File: src/source/soc_ifc_boot_pkg.sv
////////////////////////////////////////////////////////////////////////////
// Boot sequencer definitions
////////////////////////////////////////////////////////////////////////////

package soc_ifc_boot_pkg;

    // Reset release sequence
    typedef enum logic [1:0] {
        BOOT_IDLE = 2'd0,
        BOOT_FUSE = 2'd1,
        BOOT_WAIT = 2'd2,
        BOOT_DONE = 2'd3
    } boot_state_e;

    // Cycles between non-core and microcontroller reset release
    localparam int UC_RST_WAIT_DEF = 8;

endpackage

File: src/source/soc_ifc_map_pkg.sv
////////////////////////////////////////////////////////////////////////////
// SoC interface register map
// Bus widths, the two-bank address layout and response error codes
////////////////////////////////////////////////////////////////////////////

package soc_ifc_map_pkg;

    // Request bus widths
    localparam int ADDR_W    = 6;
    localparam int DATA_W    = 32;
    localparam int USER_W    = 8;
    localparam int REG_IDX_W = 5;

    // Request address, seen either as a word offset or as bank plus index
    typedef union packed {
        logic [ADDR_W-1:0] raw;
        struct packed {
            logic                 bank_sel;
            logic [REG_IDX_W-1:0] reg_idx;
        } fields;
    } soc_addr_u;

    // Bank select encoding
    localparam logic BANK_FUSE = 1'b0;
    localparam logic BANK_TRNG = 1'b1;

    // Fuse bank control register
    localparam logic [REG_IDX_W-1:0] IDX_FUSE_DONE = 5'd16;

    // TRNG bank control registers
    localparam logic [REG_IDX_W-1:0] IDX_TRNG_VALID_USER = 5'd16;
    localparam logic [REG_IDX_W-1:0] IDX_TRNG_USER_LOCK  = 5'd17;
    localparam logic [REG_IDX_W-1:0] IDX_TRNG_STATUS     = 5'd18;

    // Response error codes
    localparam logic ERR_NONE   = 1'b0;
    localparam logic ERR_DECODE = 1'b1;

endpackage

File: src/source/boot_fsm.sv
////////////////////////////////////////////////////////////////////////////
// Boot sequencer
// Releases the non-core reset once fuses are done, then the uC reset
////////////////////////////////////////////////////////////////////////////
`timescale 1ns/1ps

module boot_fsm #(
    parameter int UC_RST_WAIT = 8
) (
    input  logic clk,
    input  logic cptra_rst_b,
    input  logic fuse_done_i,
    output logic ready_for_fuses_o,
    output logic noncore_rst_b_o,
    output logic uc_rst_b_o
);

    localparam logic [7:0] WAIT_LAST = 8'(UC_RST_WAIT - 1);

    soc_ifc_boot_pkg::boot_state_e state_q;
    soc_ifc_boot_pkg::boot_state_e state_d;
    logic [7:0]                    cnt_q;

    always_comb begin
        state_d = state_q;
        case (state_q)
            soc_ifc_boot_pkg::BOOT_IDLE: state_d = soc_ifc_boot_pkg::BOOT_FUSE;
            soc_ifc_boot_pkg::BOOT_FUSE:
                if (fuse_done_i) state_d = soc_ifc_boot_pkg::BOOT_WAIT;
            soc_ifc_boot_pkg::BOOT_WAIT:
                if (cnt_q == WAIT_LAST) state_d = soc_ifc_boot_pkg::BOOT_DONE;
            default: state_d = soc_ifc_boot_pkg::BOOT_DONE;
        endcase
    end

    //////////////////////////////////////////////////////////////////////////
    // State, wait counter and registered reset outputs
    //////////////////////////////////////////////////////////////////////////
    always_ff @(posedge clk or negedge cptra_rst_b) begin
        if (!cptra_rst_b) begin
            state_q           <= soc_ifc_boot_pkg::BOOT_IDLE;
            cnt_q             <= '0;
            ready_for_fuses_o <= 1'b0;
            noncore_rst_b_o   <= 1'b0;
            uc_rst_b_o        <= 1'b0;
        end else begin
            state_q <= state_d;
            // Count only while the uC is still held in reset
            if (state_q == soc_ifc_boot_pkg::BOOT_WAIT) begin
                cnt_q <= cnt_q + 8'd1;
            end else begin
                cnt_q <= '0;
            end
            ready_for_fuses_o <= (state_d != soc_ifc_boot_pkg::BOOT_IDLE);
            noncore_rst_b_o   <= (state_d == soc_ifc_boot_pkg::BOOT_WAIT) ||
                                 (state_d == soc_ifc_boot_pkg::BOOT_DONE);
            uc_rst_b_o        <= (state_d == soc_ifc_boot_pkg::BOOT_DONE);
        end
    end

    // The uC must never run ahead of the blocks around it
    rst_order_a: assert property (@(posedge clk) disable iff (!cptra_rst_b)
        uc_rst_b_o |-> noncore_rst_b_o);

endmodule

File: src/source/fuse_regs.sv
////////////////////////////////////////////////////////////////////////////
// Fuse register bank
// Fuse words plus a sticky write-done bit that locks the whole bank
////////////////////////////////////////////////////////////////////////////
`timescale 1ns/1ps

module fuse_regs #(
    parameter int NUM_FUSE_WORDS = 8
) (
    input  logic                                    clk,
    input  logic                                    cptra_rst_b,
    input  logic                                    sel_i,
    input  logic [soc_ifc_map_pkg::REG_IDX_W-1:0]   reg_idx_i,
    input  logic                                    write_i,
    input  logic [soc_ifc_map_pkg::DATA_W-1:0]      wdata_i,
    output logic [soc_ifc_map_pkg::DATA_W-1:0]      rdata_o,
    output logic                                    hit_o,
    output logic                                    fuse_done_o
);

    logic [NUM_FUSE_WORDS-1:0][soc_ifc_map_pkg::DATA_W-1:0] fuse_q;
    logic                                                    done_q;
    logic                                                    wr_en;

    // Nothing in the bank changes once done is set
    assign wr_en = sel_i && write_i && !done_q;

    always_ff @(posedge clk or negedge cptra_rst_b) begin
        if (!cptra_rst_b) begin
            fuse_q <= '0;
            done_q <= 1'b0;
        end else if (wr_en) begin
            for (int i = 0; i < NUM_FUSE_WORDS; i++) begin
                if (reg_idx_i == soc_ifc_map_pkg::REG_IDX_W'(i)) begin
                    fuse_q[i] <= wdata_i;
                end
            end
            if (reg_idx_i == soc_ifc_map_pkg::IDX_FUSE_DONE) begin
                done_q <= wdata_i[0];
            end
        end
    end

    //////////////////////////////////////////////////////////////////////////
    // Read decode
    //////////////////////////////////////////////////////////////////////////
    always_comb begin
        rdata_o = '0;
        hit_o   = 1'b0;
        for (int i = 0; i < NUM_FUSE_WORDS; i++) begin
            if (reg_idx_i == soc_ifc_map_pkg::REG_IDX_W'(i)) begin
                rdata_o = fuse_q[i];
                hit_o   = 1'b1;
            end
        end
        if (reg_idx_i == soc_ifc_map_pkg::IDX_FUSE_DONE) begin
            rdata_o = {{(soc_ifc_map_pkg::DATA_W-1){1'b0}}, done_q};
            hit_o   = 1'b1;
        end
    end

    assign fuse_done_o = done_q;

    // The boot sequence relies on done being sticky
    fuse_done_sticky_a: assert property (@(posedge clk) disable iff (!cptra_rst_b)
        !$fell(fuse_done_o));

endmodule

File: src/source/soc_ifc_top.sv
////////////////////////////////////////////////////////////////////////////
// SoC interface top level
// Request slave, fuse and TRNG register banks and the boot sequencer
////////////////////////////////////////////////////////////////////////////
`timescale 1ns/1ps

module soc_ifc_top #(
    parameter int NUM_FUSE_WORDS = 8,
    parameter int NUM_TRNG_WORDS = 4,
    parameter int UC_RST_WAIT    = soc_ifc_boot_pkg::UC_RST_WAIT_DEF
) (
    input  logic                                clk,
    input  logic                                cptra_rst_b,
    input  logic                                req_i,
    input  logic                                write_i,
    input  soc_ifc_map_pkg::soc_addr_u          addr_i,
    input  logic [soc_ifc_map_pkg::DATA_W-1:0]  wdata_i,
    input  logic [soc_ifc_map_pkg::USER_W-1:0]  user_i,
    output logic                                ack_o,
    output logic [soc_ifc_map_pkg::DATA_W-1:0]  rdata_o,
    output logic                                err_o,
    output logic                                ready_for_fuses_o,
    output logic                                noncore_rst_b_o,
    output logic                                uc_rst_b_o,
    output logic                                fuse_done_o,
    output logic                                trng_done_o
);

    // Shared request bus towards both banks
    logic                                     fuse_sel;
    logic                                     trng_sel;
    logic [soc_ifc_map_pkg::REG_IDX_W-1:0]    reg_idx;
    logic                                     bank_write;
    logic [soc_ifc_map_pkg::DATA_W-1:0]       bank_wdata;
    logic [soc_ifc_map_pkg::USER_W-1:0]       bank_user;
    logic [soc_ifc_map_pkg::DATA_W-1:0]       fuse_rdata;
    logic [soc_ifc_map_pkg::DATA_W-1:0]       trng_rdata;
    logic                                     fuse_hit;
    logic                                     trng_hit;

    soc_req_slave u_req_slave (
        .clk, .cptra_rst_b,
        .req_i, .write_i, .addr_i, .wdata_i, .user_i,
        .ack_o, .rdata_o, .err_o,
        .fuse_sel_o (fuse_sel),   .trng_sel_o (trng_sel),
        .reg_idx_o  (reg_idx),    .write_o    (bank_write),
        .wdata_o    (bank_wdata), .user_o     (bank_user),
        .fuse_rdata_i (fuse_rdata), .fuse_hit_i (fuse_hit),
        .trng_rdata_i (trng_rdata), .trng_hit_i (trng_hit)
    );

    fuse_regs #(.NUM_FUSE_WORDS(NUM_FUSE_WORDS)) u_fuse_regs (
        .clk, .cptra_rst_b,
        .sel_i (fuse_sel), .reg_idx_i (reg_idx), .write_i (bank_write),
        .wdata_i (bank_wdata), .rdata_o (fuse_rdata), .hit_o (fuse_hit),
        .fuse_done_o
    );

    trng_regs #(.NUM_TRNG_WORDS(NUM_TRNG_WORDS)) u_trng_regs (
        .clk, .cptra_rst_b,
        .sel_i (trng_sel), .reg_idx_i (reg_idx), .write_i (bank_write),
        .wdata_i (bank_wdata), .user_i (bank_user),
        .rdata_o (trng_rdata), .hit_o (trng_hit), .trng_done_o
    );

    boot_fsm #(.UC_RST_WAIT(UC_RST_WAIT)) u_boot_fsm (
        .clk, .cptra_rst_b,
        .fuse_done_i (fuse_done_o),
        .ready_for_fuses_o, .noncore_rst_b_o, .uc_rst_b_o
    );

endmodule

File: src/source/soc_req_slave.sv
////////////////////////////////////////////////////////////////////////////
// SoC request slave
// Runs the req/ack handshake, routes each request to one register bank
// and registers the combined read data and error
////////////////////////////////////////////////////////////////////////////
`timescale 1ns/1ps

module soc_req_slave (
    input  logic                                    clk,
    input  logic                                    cptra_rst_b,
    input  logic                                    req_i,
    input  logic                                    write_i,
    input  soc_ifc_map_pkg::soc_addr_u              addr_i,
    input  logic [soc_ifc_map_pkg::DATA_W-1:0]      wdata_i,
    input  logic [soc_ifc_map_pkg::USER_W-1:0]      user_i,
    output logic                                    ack_o,
    output logic [soc_ifc_map_pkg::DATA_W-1:0]      rdata_o,
    output logic                                    err_o,
    output logic                                    fuse_sel_o,
    output logic                                    trng_sel_o,
    output logic [soc_ifc_map_pkg::REG_IDX_W-1:0]   reg_idx_o,
    output logic                                    write_o,
    output logic [soc_ifc_map_pkg::DATA_W-1:0]      wdata_o,
    output logic [soc_ifc_map_pkg::USER_W-1:0]      user_o,
    input  logic [soc_ifc_map_pkg::DATA_W-1:0]      fuse_rdata_i,
    input  logic                                    fuse_hit_i,
    input  logic [soc_ifc_map_pkg::DATA_W-1:0]      trng_rdata_i,
    input  logic                                    trng_hit_i
);

    localparam logic [2:0] ST_IDLE = 3'd0;
    localparam logic [2:0] ST_SEL  = 3'd1;
    localparam logic [2:0] ST_RESP = 3'd2;
    localparam logic [2:0] ST_ACK  = 3'd3;
    localparam logic [2:0] ST_DROP = 3'd4;

    logic [2:0]                 state_q;
    logic [2:0]                 state_d;
    soc_ifc_map_pkg::soc_addr_u req_addr_q;
    logic                       bank_hit;

    //////////////////////////////////////////////////////////////////////////
    // Handshake FSM
    //////////////////////////////////////////////////////////////////////////
    always_comb begin
        state_d = state_q;
        case (state_q)
            ST_IDLE: if (req_i) state_d = ST_SEL;
            ST_SEL:  state_d = ST_RESP;
            ST_RESP: state_d = ST_ACK;
            // Master may hold req high as long as it likes
            ST_ACK:  if (!req_i) state_d = ST_DROP;
            default: state_d = ST_IDLE;
        endcase
    end

    always_ff @(posedge clk or negedge cptra_rst_b) begin
        if (!cptra_rst_b) begin
            state_q <= ST_IDLE;
            ack_o   <= 1'b0;
            err_o   <= 1'b0;
        end else begin
            state_q <= state_d;
            ack_o   <= (state_d == ST_ACK) || (state_d == ST_DROP);
            if (state_q == ST_SEL) begin
                err_o <= bank_hit ? soc_ifc_map_pkg::ERR_NONE : soc_ifc_map_pkg::ERR_DECODE;
            end
        end
    end

    // Request payload is captured once when the request is accepted
    always_ff @(posedge clk) begin
        if (state_q == ST_IDLE && req_i) begin
            req_addr_q.raw <= addr_i.raw;
            write_o        <= write_i;
            wdata_o        <= wdata_i;
            user_o         <= user_i;
        end
    end

    //////////////////////////////////////////////////////////////////////////
    // Bank decode and response merge
    //////////////////////////////////////////////////////////////////////////
    assign reg_idx_o  = req_addr_q.fields.reg_idx;
    assign fuse_sel_o = (state_q == ST_SEL) &&
                        (req_addr_q.fields.bank_sel == soc_ifc_map_pkg::BANK_FUSE);
    assign trng_sel_o = (state_q == ST_SEL) &&
                        (req_addr_q.fields.bank_sel == soc_ifc_map_pkg::BANK_TRNG);
    assign bank_hit   = req_addr_q.fields.bank_sel ? trng_hit_i : fuse_hit_i;

    always_ff @(posedge clk) begin
        if (state_q == ST_SEL) begin
            rdata_o <= req_addr_q.fields.bank_sel ? trng_rdata_i : fuse_rdata_i;
        end
    end

    // Ack only answers a request that is still being held
    ack_needs_req_a: assert property (@(posedge clk) disable iff (!cptra_rst_b)
        $rose(ack_o) |-> $past(req_i));

    sel_onehot_a: assert property (@(posedge clk) disable iff (!cptra_rst_b)
        $onehot0({fuse_sel_o, trng_sel_o}));

endmodule

File: src/source/trng_regs.sv
////////////////////////////////////////////////////////////////////////////
// TRNG register bank
// Entropy data words, writable only by the lockable valid user ID
////////////////////////////////////////////////////////////////////////////
`timescale 1ns/1ps

module trng_regs #(
    parameter int NUM_TRNG_WORDS = 4
) (
    input  logic                                    clk,
    input  logic                                    cptra_rst_b,
    input  logic                                    sel_i,
    input  logic [soc_ifc_map_pkg::REG_IDX_W-1:0]   reg_idx_i,
    input  logic                                    write_i,
    input  logic [soc_ifc_map_pkg::DATA_W-1:0]      wdata_i,
    input  logic [soc_ifc_map_pkg::USER_W-1:0]      user_i,
    output logic [soc_ifc_map_pkg::DATA_W-1:0]      rdata_o,
    output logic                                    hit_o,
    output logic                                    trng_done_o
);

    localparam int PAD_W = soc_ifc_map_pkg::DATA_W - soc_ifc_map_pkg::USER_W;

    logic [NUM_TRNG_WORDS-1:0][soc_ifc_map_pkg::DATA_W-1:0] data_q;
    logic [soc_ifc_map_pkg::USER_W-1:0]                      valid_user_q;
    logic                                                    lock_q;
    logic                                                    done_q;
    logic                                                    wr_en;
    logic                                                    user_ok;

    assign wr_en   = sel_i && write_i;
    assign user_ok = (user_i == valid_user_q);

    always_ff @(posedge clk or negedge cptra_rst_b) begin
        if (!cptra_rst_b) begin
            data_q       <= '0;
            valid_user_q <= '0;
            lock_q       <= 1'b0;
            done_q       <= 1'b0;
        end else if (wr_en) begin
            // Foreign users are dropped without an error
            for (int i = 0; i < NUM_TRNG_WORDS; i++) begin
                if (user_ok && reg_idx_i == soc_ifc_map_pkg::REG_IDX_W'(i)) begin
                    data_q[i] <= wdata_i;
                end
            end
            case (reg_idx_i)
                soc_ifc_map_pkg::IDX_TRNG_VALID_USER:
                    if (!lock_q) valid_user_q <= wdata_i[soc_ifc_map_pkg::USER_W-1:0];
                soc_ifc_map_pkg::IDX_TRNG_USER_LOCK:
                    lock_q <= lock_q | wdata_i[0];
                soc_ifc_map_pkg::IDX_TRNG_STATUS:
                    if (user_ok) done_q <= wdata_i[0];
                default: ;
            endcase
        end
    end

    //////////////////////////////////////////////////////////////////////////
    // Read decode
    //////////////////////////////////////////////////////////////////////////
    always_comb begin
        rdata_o = '0;
        hit_o   = 1'b1;
        case (reg_idx_i)
            soc_ifc_map_pkg::IDX_TRNG_VALID_USER: rdata_o = {{PAD_W{1'b0}}, valid_user_q};
            soc_ifc_map_pkg::IDX_TRNG_USER_LOCK:  rdata_o[0] = lock_q;
            soc_ifc_map_pkg::IDX_TRNG_STATUS:     rdata_o[0] = done_q;
            default:                              hit_o = 1'b0;
        endcase
        for (int i = 0; i < NUM_TRNG_WORDS; i++) begin
            if (reg_idx_i == soc_ifc_map_pkg::REG_IDX_W'(i)) begin
                rdata_o = data_q[i];
                hit_o   = 1'b1;
            end
        end
    end

    assign trng_done_o = done_q;

    valid_user_locked_a: assert property (@(posedge clk) disable iff (!cptra_rst_b)
        lock_q |=> $stable(valid_user_q));

endmodule

File: config.mk
export PLATFORM = sky130hd
export DESIGN_NAME = soc_ifc_top
export DESIGN_NICKNAME = d
export VERILOG_FILES = /design/src/source/soc_ifc_boot_pkg.sv /design/src/source/soc_ifc_map_pkg.sv /design/src/source/boot_fsm.sv /design/src/source/fuse_regs.sv /design/src/source/soc_ifc_top.sv /design/src/source/soc_req_slave.sv /design/src/source/trng_regs.sv
export SDC_FILE = /design/constraint.sdc
export NUM_CORES = 1
export LEC_CHECK = 0
export CORE_ASPECT_RATIO = 1.5
export CORE_MARGIN = 2
export CORE_UTILIZATION = 23
export DETAILED_ROUTE_END_ITERATION = 8
export DONT_BUFFER_PORTS = 1
export PLACE_DENSITY_LB_ADDON = 0.15
export SYNTH_ARGS = -nofsm -noshare
export SYNTH_HDL_FRONTEND = slang
export SYNTH_SLANG_ARGS = --single-unit
File: constraint.sdc
create_clock -name clk -period 4.2 [get_ports clk]
set_clock_uncertainty 0.1 [all_clocks]
set_input_delay 0.21 -clock clk [delete_from_list [all_inputs] [get_ports clk]]
set_output_delay 0.21 -clock clk [all_outputs]
set_load 0.005 [all_outputs]
# Word-level counts from Yosys, hierarchy flattened
# Cells that the tools add are included.
# Widths: inputs -> output; s select.
# totals
reg_bits,492
output_inout_bits,39
word_cells,127
# op_classes
mux,39
add_sub_neg,1
n_eq_ne,21
bitwise_logic,3
reduce_logical,34
# ops
operator,n
$mux 32,14
$reduce_and 2->1,14
$eq 5x3->1 const B,4
$mux 1,16
$eq 5x5->1 const B,3
$pmux 3 s4,1
$eq 5x2->1 const B,2
$logic_and 1x1->1,10
$eq 3x2->1 const B,3
$add 8x1->8 const B,1
$eq 8x3->1 const B,1
$eq 8x8->1,1
$mux 8,1
$mux 7,1
$eq 2x2->1 const B,3
$mux 3,2
$pmux 2 s3,1
$reduce_and 3->1,2
$eq 5x1->1 const B,1
$logic_not 5->1,1
$mux 2,2
$eq 3x1->1 const B,1
$eq 3x3->1 const B,1
$logic_not 3->1,1
9 further kinds,11

# Longest topological paths before layout
# logic_depth
word_depth,12
mapped_depth,9

# Hierarchy
# A second synthesis with hierarchy kept.
# unflattened
cells_unflattened,1571
area_unflattened_um2,22530.4
# modules_own_cells
mod,area_each_um2,instances,cells_each
fuse_regs,12289.3,1,943
trng_regs,6578.8,1,440
soc_req_slave,3149.3,1,142
boot_fsm,513.0,1,46

# Worst setup path before layout
# No wires, ideal clock.
# synth_timing
kind,register to register
start,register u_req_slave.state_q[0]
end,"register u_req_slave.req_addr_q[0] (netlist name), enable pin"
t_arrival_ps,3733
stages_incl_launch_ff,3
setup_time_ps,510
path_slack_ps,-143
t_required_ps,3590
path_cell_list,dfrtp_1 nand2b_1 nor3_1
# synth_via
elab_chain_cells,2
# synth_rtl
element,line,source
from (decl),soc_req_slave.sv:37,logic [2:0] state_q;
from (signal assigned),soc_req_slave.sv:63,state_q <= state_d;
$logic_not 3->1,soc_req_slave.sv:73,if (state_q == ST_IDLE && req_i) begin
$logic_and 1x1->1,soc_req_slave.sv:73,
to (decl),soc_req_slave.sv:39,soc_ifc_map_pkg::soc_addr_u req_addr_q;
# No other way between the ends.
# A chain may end at the register's enable or synchronous reset.

# Final worst setup path
# layout_timing
start,register u_req_slave.req_addr_q[0] (netlist name)
end,"register u_req_slave.rdata_o[1] (netlist name), data pin"
# layout_via
elab_chain_cells,11
word_cells_on_any_way,24
# layout_rtl
element,line,source
$logic_not 5->1,"fuse_regs.sv:51, trng_regs.sv:72",
$mux 32 (8 in series),fuse_regs.sv:51,if (reg_idx_i == soc_ifc_map_pkg::REG_IDX_W'(i)) begin
$mux 32,fuse_regs.sv:56,if (reg_idx_i == soc_ifc_map_pkg::IDX_FUSE_DONE) begin
$mux 32 *,soc_req_slave.sv:93,rdata_o <= req_addr_q.fields.bank_sel ? trng_rdata_i : fuse_rdata_i;
to (signal assigned),soc_req_slave.sv:93,
to (decl),soc_req_slave.sv:17,"output logic [soc_ifc_map_pkg::DATA_W-1:0] rdata_o,"
# Every way passes the cells marked *; elsewhere a longest branch is shown, timed or not.

==> flow_summary.json <==
{
  "initial_utilization": 0.231,
  "cts_sinks": 491,
  "dieHeight_um": 380,
  "min_period_ns": 3.18,
  "max-slew-margin-rel": -0.129,
  "path_cells": "buf_12, and3b_1, nand2_1, a21oi_1, nor4_1, o41ai_1",
  "tns_ns": 0,
  "grt_usage": 0.137,
  "first_global_vias": 14300,
  "final_cell_mix": "412 x dfrtp_1, 373 x mux2_2, 79 x edfxtp_1",
  "final_area_um2": 25500,
  "cts_hold_buf": 48,
  "synth_area_leaders": "dfrtp_1 48%, mux2_2 19%, edfxtp_1 11%",
  "fp.coreArea_um2": 93900,
  "dpl.hpwl_um": 39200,
  "power_leakage_uw": 0.0116,
  "finalHoldViolCount": 412,
  "hp-class": "in2async",
  "worstMarginPinSlew_ns": 1.69,
  "firstDrtPassIters": 5,
  "cp.arrival_ns": 3.40,
  "yosys_warnings": 0,
  "switchingPower_uw": 3340,
  "root_buffer": "clkbuf_16",
  "place.gp.congestion": 0.704,
  "cts_setup_buffers": 0,
  "fmax_mhz": 315,
  "post-route-drc-count": 0,
  "holdWs_ns": -0.751,
  "synth-edff-count": 79,
  "power_uw": 12500,
  "clockBufferDepth": 3,
  "cap_violations": 0,
  "via_count": 13300,
  "p_sw_frac": 0.267,
  "grt_max_degree": 413,
  "cts_buffers": 54,
  "nets": 1679,
  "power_frac_comb": 0.113,
  "power.density_nw_per_um2": 490,
  "path_class": "reg2reg",
  "routed_wl_um": 65900,
  "synthDistinctLibCells": 61,
  "mostFrequentLayoutCell": "dfrtp_1",
  "vdd_ir_drop_max_v": 0.000291,
  "die_w_um": 255,
  "cts_resized": 0,
  "post-route-period-util": 0.756,
  "ys_ff_latch": 491,
  "dieArea_um2": 96900,
  "grt-ovfl-total": 0,
  "end_kind": "flip-flop",
  "failed_checks": "negative hold slack, max-slew violations",
  "setup_viol": 0,
  "port_buffers": 0,
  "p_seq_frac": 0.474,
  "viasPerCell": 4.55,
  "syn_area_per_cell_um2": 13.4,
  "synth_fp_nets": 1674,
  "wire_per_inst_um": 22.5,
  "grt_pass1_wl_um": 98500,
  "synth-seq-area-share": 0.584,
  "async_flop_share": 0.839,
  "grt_antenna_before_repair": 2,
  "diodes": 0,
  "drive_gt1_frac": 0.350,
  "cts_tree": "done",
  "slew_violations": 93,
  "clk_latency_ns": 0.62,
  "synth_top_area_frac": 0.475,
  "htree_levels": 2,
  "io_pins": 89,
  "yosysTopAreaCell": "dfrtp_1",
  "clkPwrFrac": 0.413,
  "syn_area_um2": 21700,
  "critical_path.max_stage_delay_ns": 0.68,
  "status": "complete, but fails checks",
  "drt_iter0_drc": 596,
  "p_int_uw": 9150,
  "clkTransAtPathRegs_ns": 0.06,
  "worst_path_max_delay_cell": "edfxtp_1",
  "critPathMaxFanout": 101,
  "worstPathRequired_ns": 4.43,
  "ant_nets": 0,
  "synth_flop_cell": "dfrtp_1",
  "rows": 138,
  "rsz0062_at_grt": "no",
  "syn2layout_area_growth_pct": 17.4,
  "synthCells": 1623,
  "critPathLaunchType": "flip-flop",
  "placed_area_um2": 23100
}
[per-stage QoR]
step           utilization  worst slack [ns]  instances
6_report             0.271              1.02       2932
5_1_grt              0.271             0.740       2932
4_1_cts              0.271             0.877       2932
3_5_place_dp         0.246             0.923       2784
3_3_place_gp         0.246             0.936       2784
2_1_floorplan            -             0.939       1623
[worst max-delay path, delay by kind of cell (launching register included)]
kind | cells | cell delay (ns)
DFF | 1 | 0.68
buffers and inverters | 1 | 0.47
and+or+nand+nor | 3 | 0.78
AOI/OAI and AO/OA | 2 | 0.79
[area by class of cell]
class                      count  area [um2]
multi-input combinational    980        8380
tap                         1260        1580
timing repair buffer          93         906
sequential                   491       12700
inverter                       8        30.0
clock buffer                  75        1550
clock inverter                25         342
fill                        9759       68500
[logic make-up after synthesis]
group           synth area share
mux                        0.221
buf+inv                   0.0318
flops                      0.584
xor+xnor                 0.00525
compound gates            0.0923
fa+ha+maj               0.000577
simple gates              0.0644
other cells             0.000173
[synth_stat cells, types with 4 or more instances]
cell type  count
buf_1         10
and2_1         9
nand3b_1       4
a21oi_1       25
edfxtp_1      79
buf_2         41
nor2_1        74
clkbuf_1      81
a22o_1        10
a31oi_1       22
buf_4          4
a21o_1        21
dfrtp_1      412
buf_6          7
nor3_1        14
nand2b_1       9
nor4_1         8
nand3_1       12
or2_2         18
a31o_2         9
nand2_1       52
o221ai_1      44
mux2_1        13
a22oi_1       28
nor2b_1       32
o21ai_0       49
and3_1         6
a211o_1       21
mux2_4        30
o22ai_1       32
inv_1          8
o41ai_1        7
xnor2_1       10
or2_0          7
mux2_2       373
[per-layer routing]
layer,global-route usage,vias up,wire [um]
met4,0.0455,2,2030
met1,0.167,7040,27600
met5,0,-,13
met3,0.0219,93,2110
met2,0.245,225,34100
li1,-,5974,-
[path summary, 6_finish.rpt]
kind                                      startpoint                      end  slack (ns)  cells after the start
max reg2reg                u_req_slave.req_addr_q[0]   u_req_slave.rdata_o[1]        1.02                      6
min                                      cptra_rst_b   u_trng_regs.data_q[48]       -0.75                      0
max                        u_req_slave.req_addr_q[0]   u_req_slave.rdata_o[1]        1.02                      6
min in group clk                          wdata_i[3]   u_req_slave.wdata_o[3]        0.11                      1
max in group asynchronous                cptra_rst_b  u_fuse_regs.fuse_q[220]        3.46                      0
min reg2reg                      u_boot_fsm.cnt_q[0]      u_boot_fsm.cnt_q[0]        0.36                      1
[state kept, by name, indices dropped and copies added (netlist names)]
register / flops
u_req_slave.user_o: 8
u_req_slave.ack_o: 1
u_trng_regs.lock_q: 1
u_req_slave.rdata_o: 32
u_fuse_regs.fuse_done_o: 1
u_boot_fsm.uc_rst_b_o: 1
u_req_slave.req_addr_q: 6
u_fuse_regs.fuse_q: 256
u_req_slave.err_o: 1
u_trng_regs.trng_done_o: 1
u_req_slave.write_o: 1
u_trng_regs.valid_user_q: 8
u_boot_fsm.state_q: 1
u_boot_fsm.cnt_q: 8
u_boot_fsm.ready_for_fuses_o: 1
u_trng_regs.data_q: 128
u_req_slave.state_q: 3
u_boot_fsm.noncore_rst_b_o: 1
u_req_slave.wdata_o: 32
[power by group through the flow]
stage / Clock (uW) / Sequential (uW) / Combinational, uW
floorplan: 0 / 5740 / 1030
global placement: 0 / 6010 / 1400
detailed placement: 0 / 6020 / 1420
CTS: 5360 / 5940 / 1460
global route: 5530 / 6020 / 1550
finish: 5160 / 5920 / 1410
No activity file was read; power rests on OpenSTA's default activity.
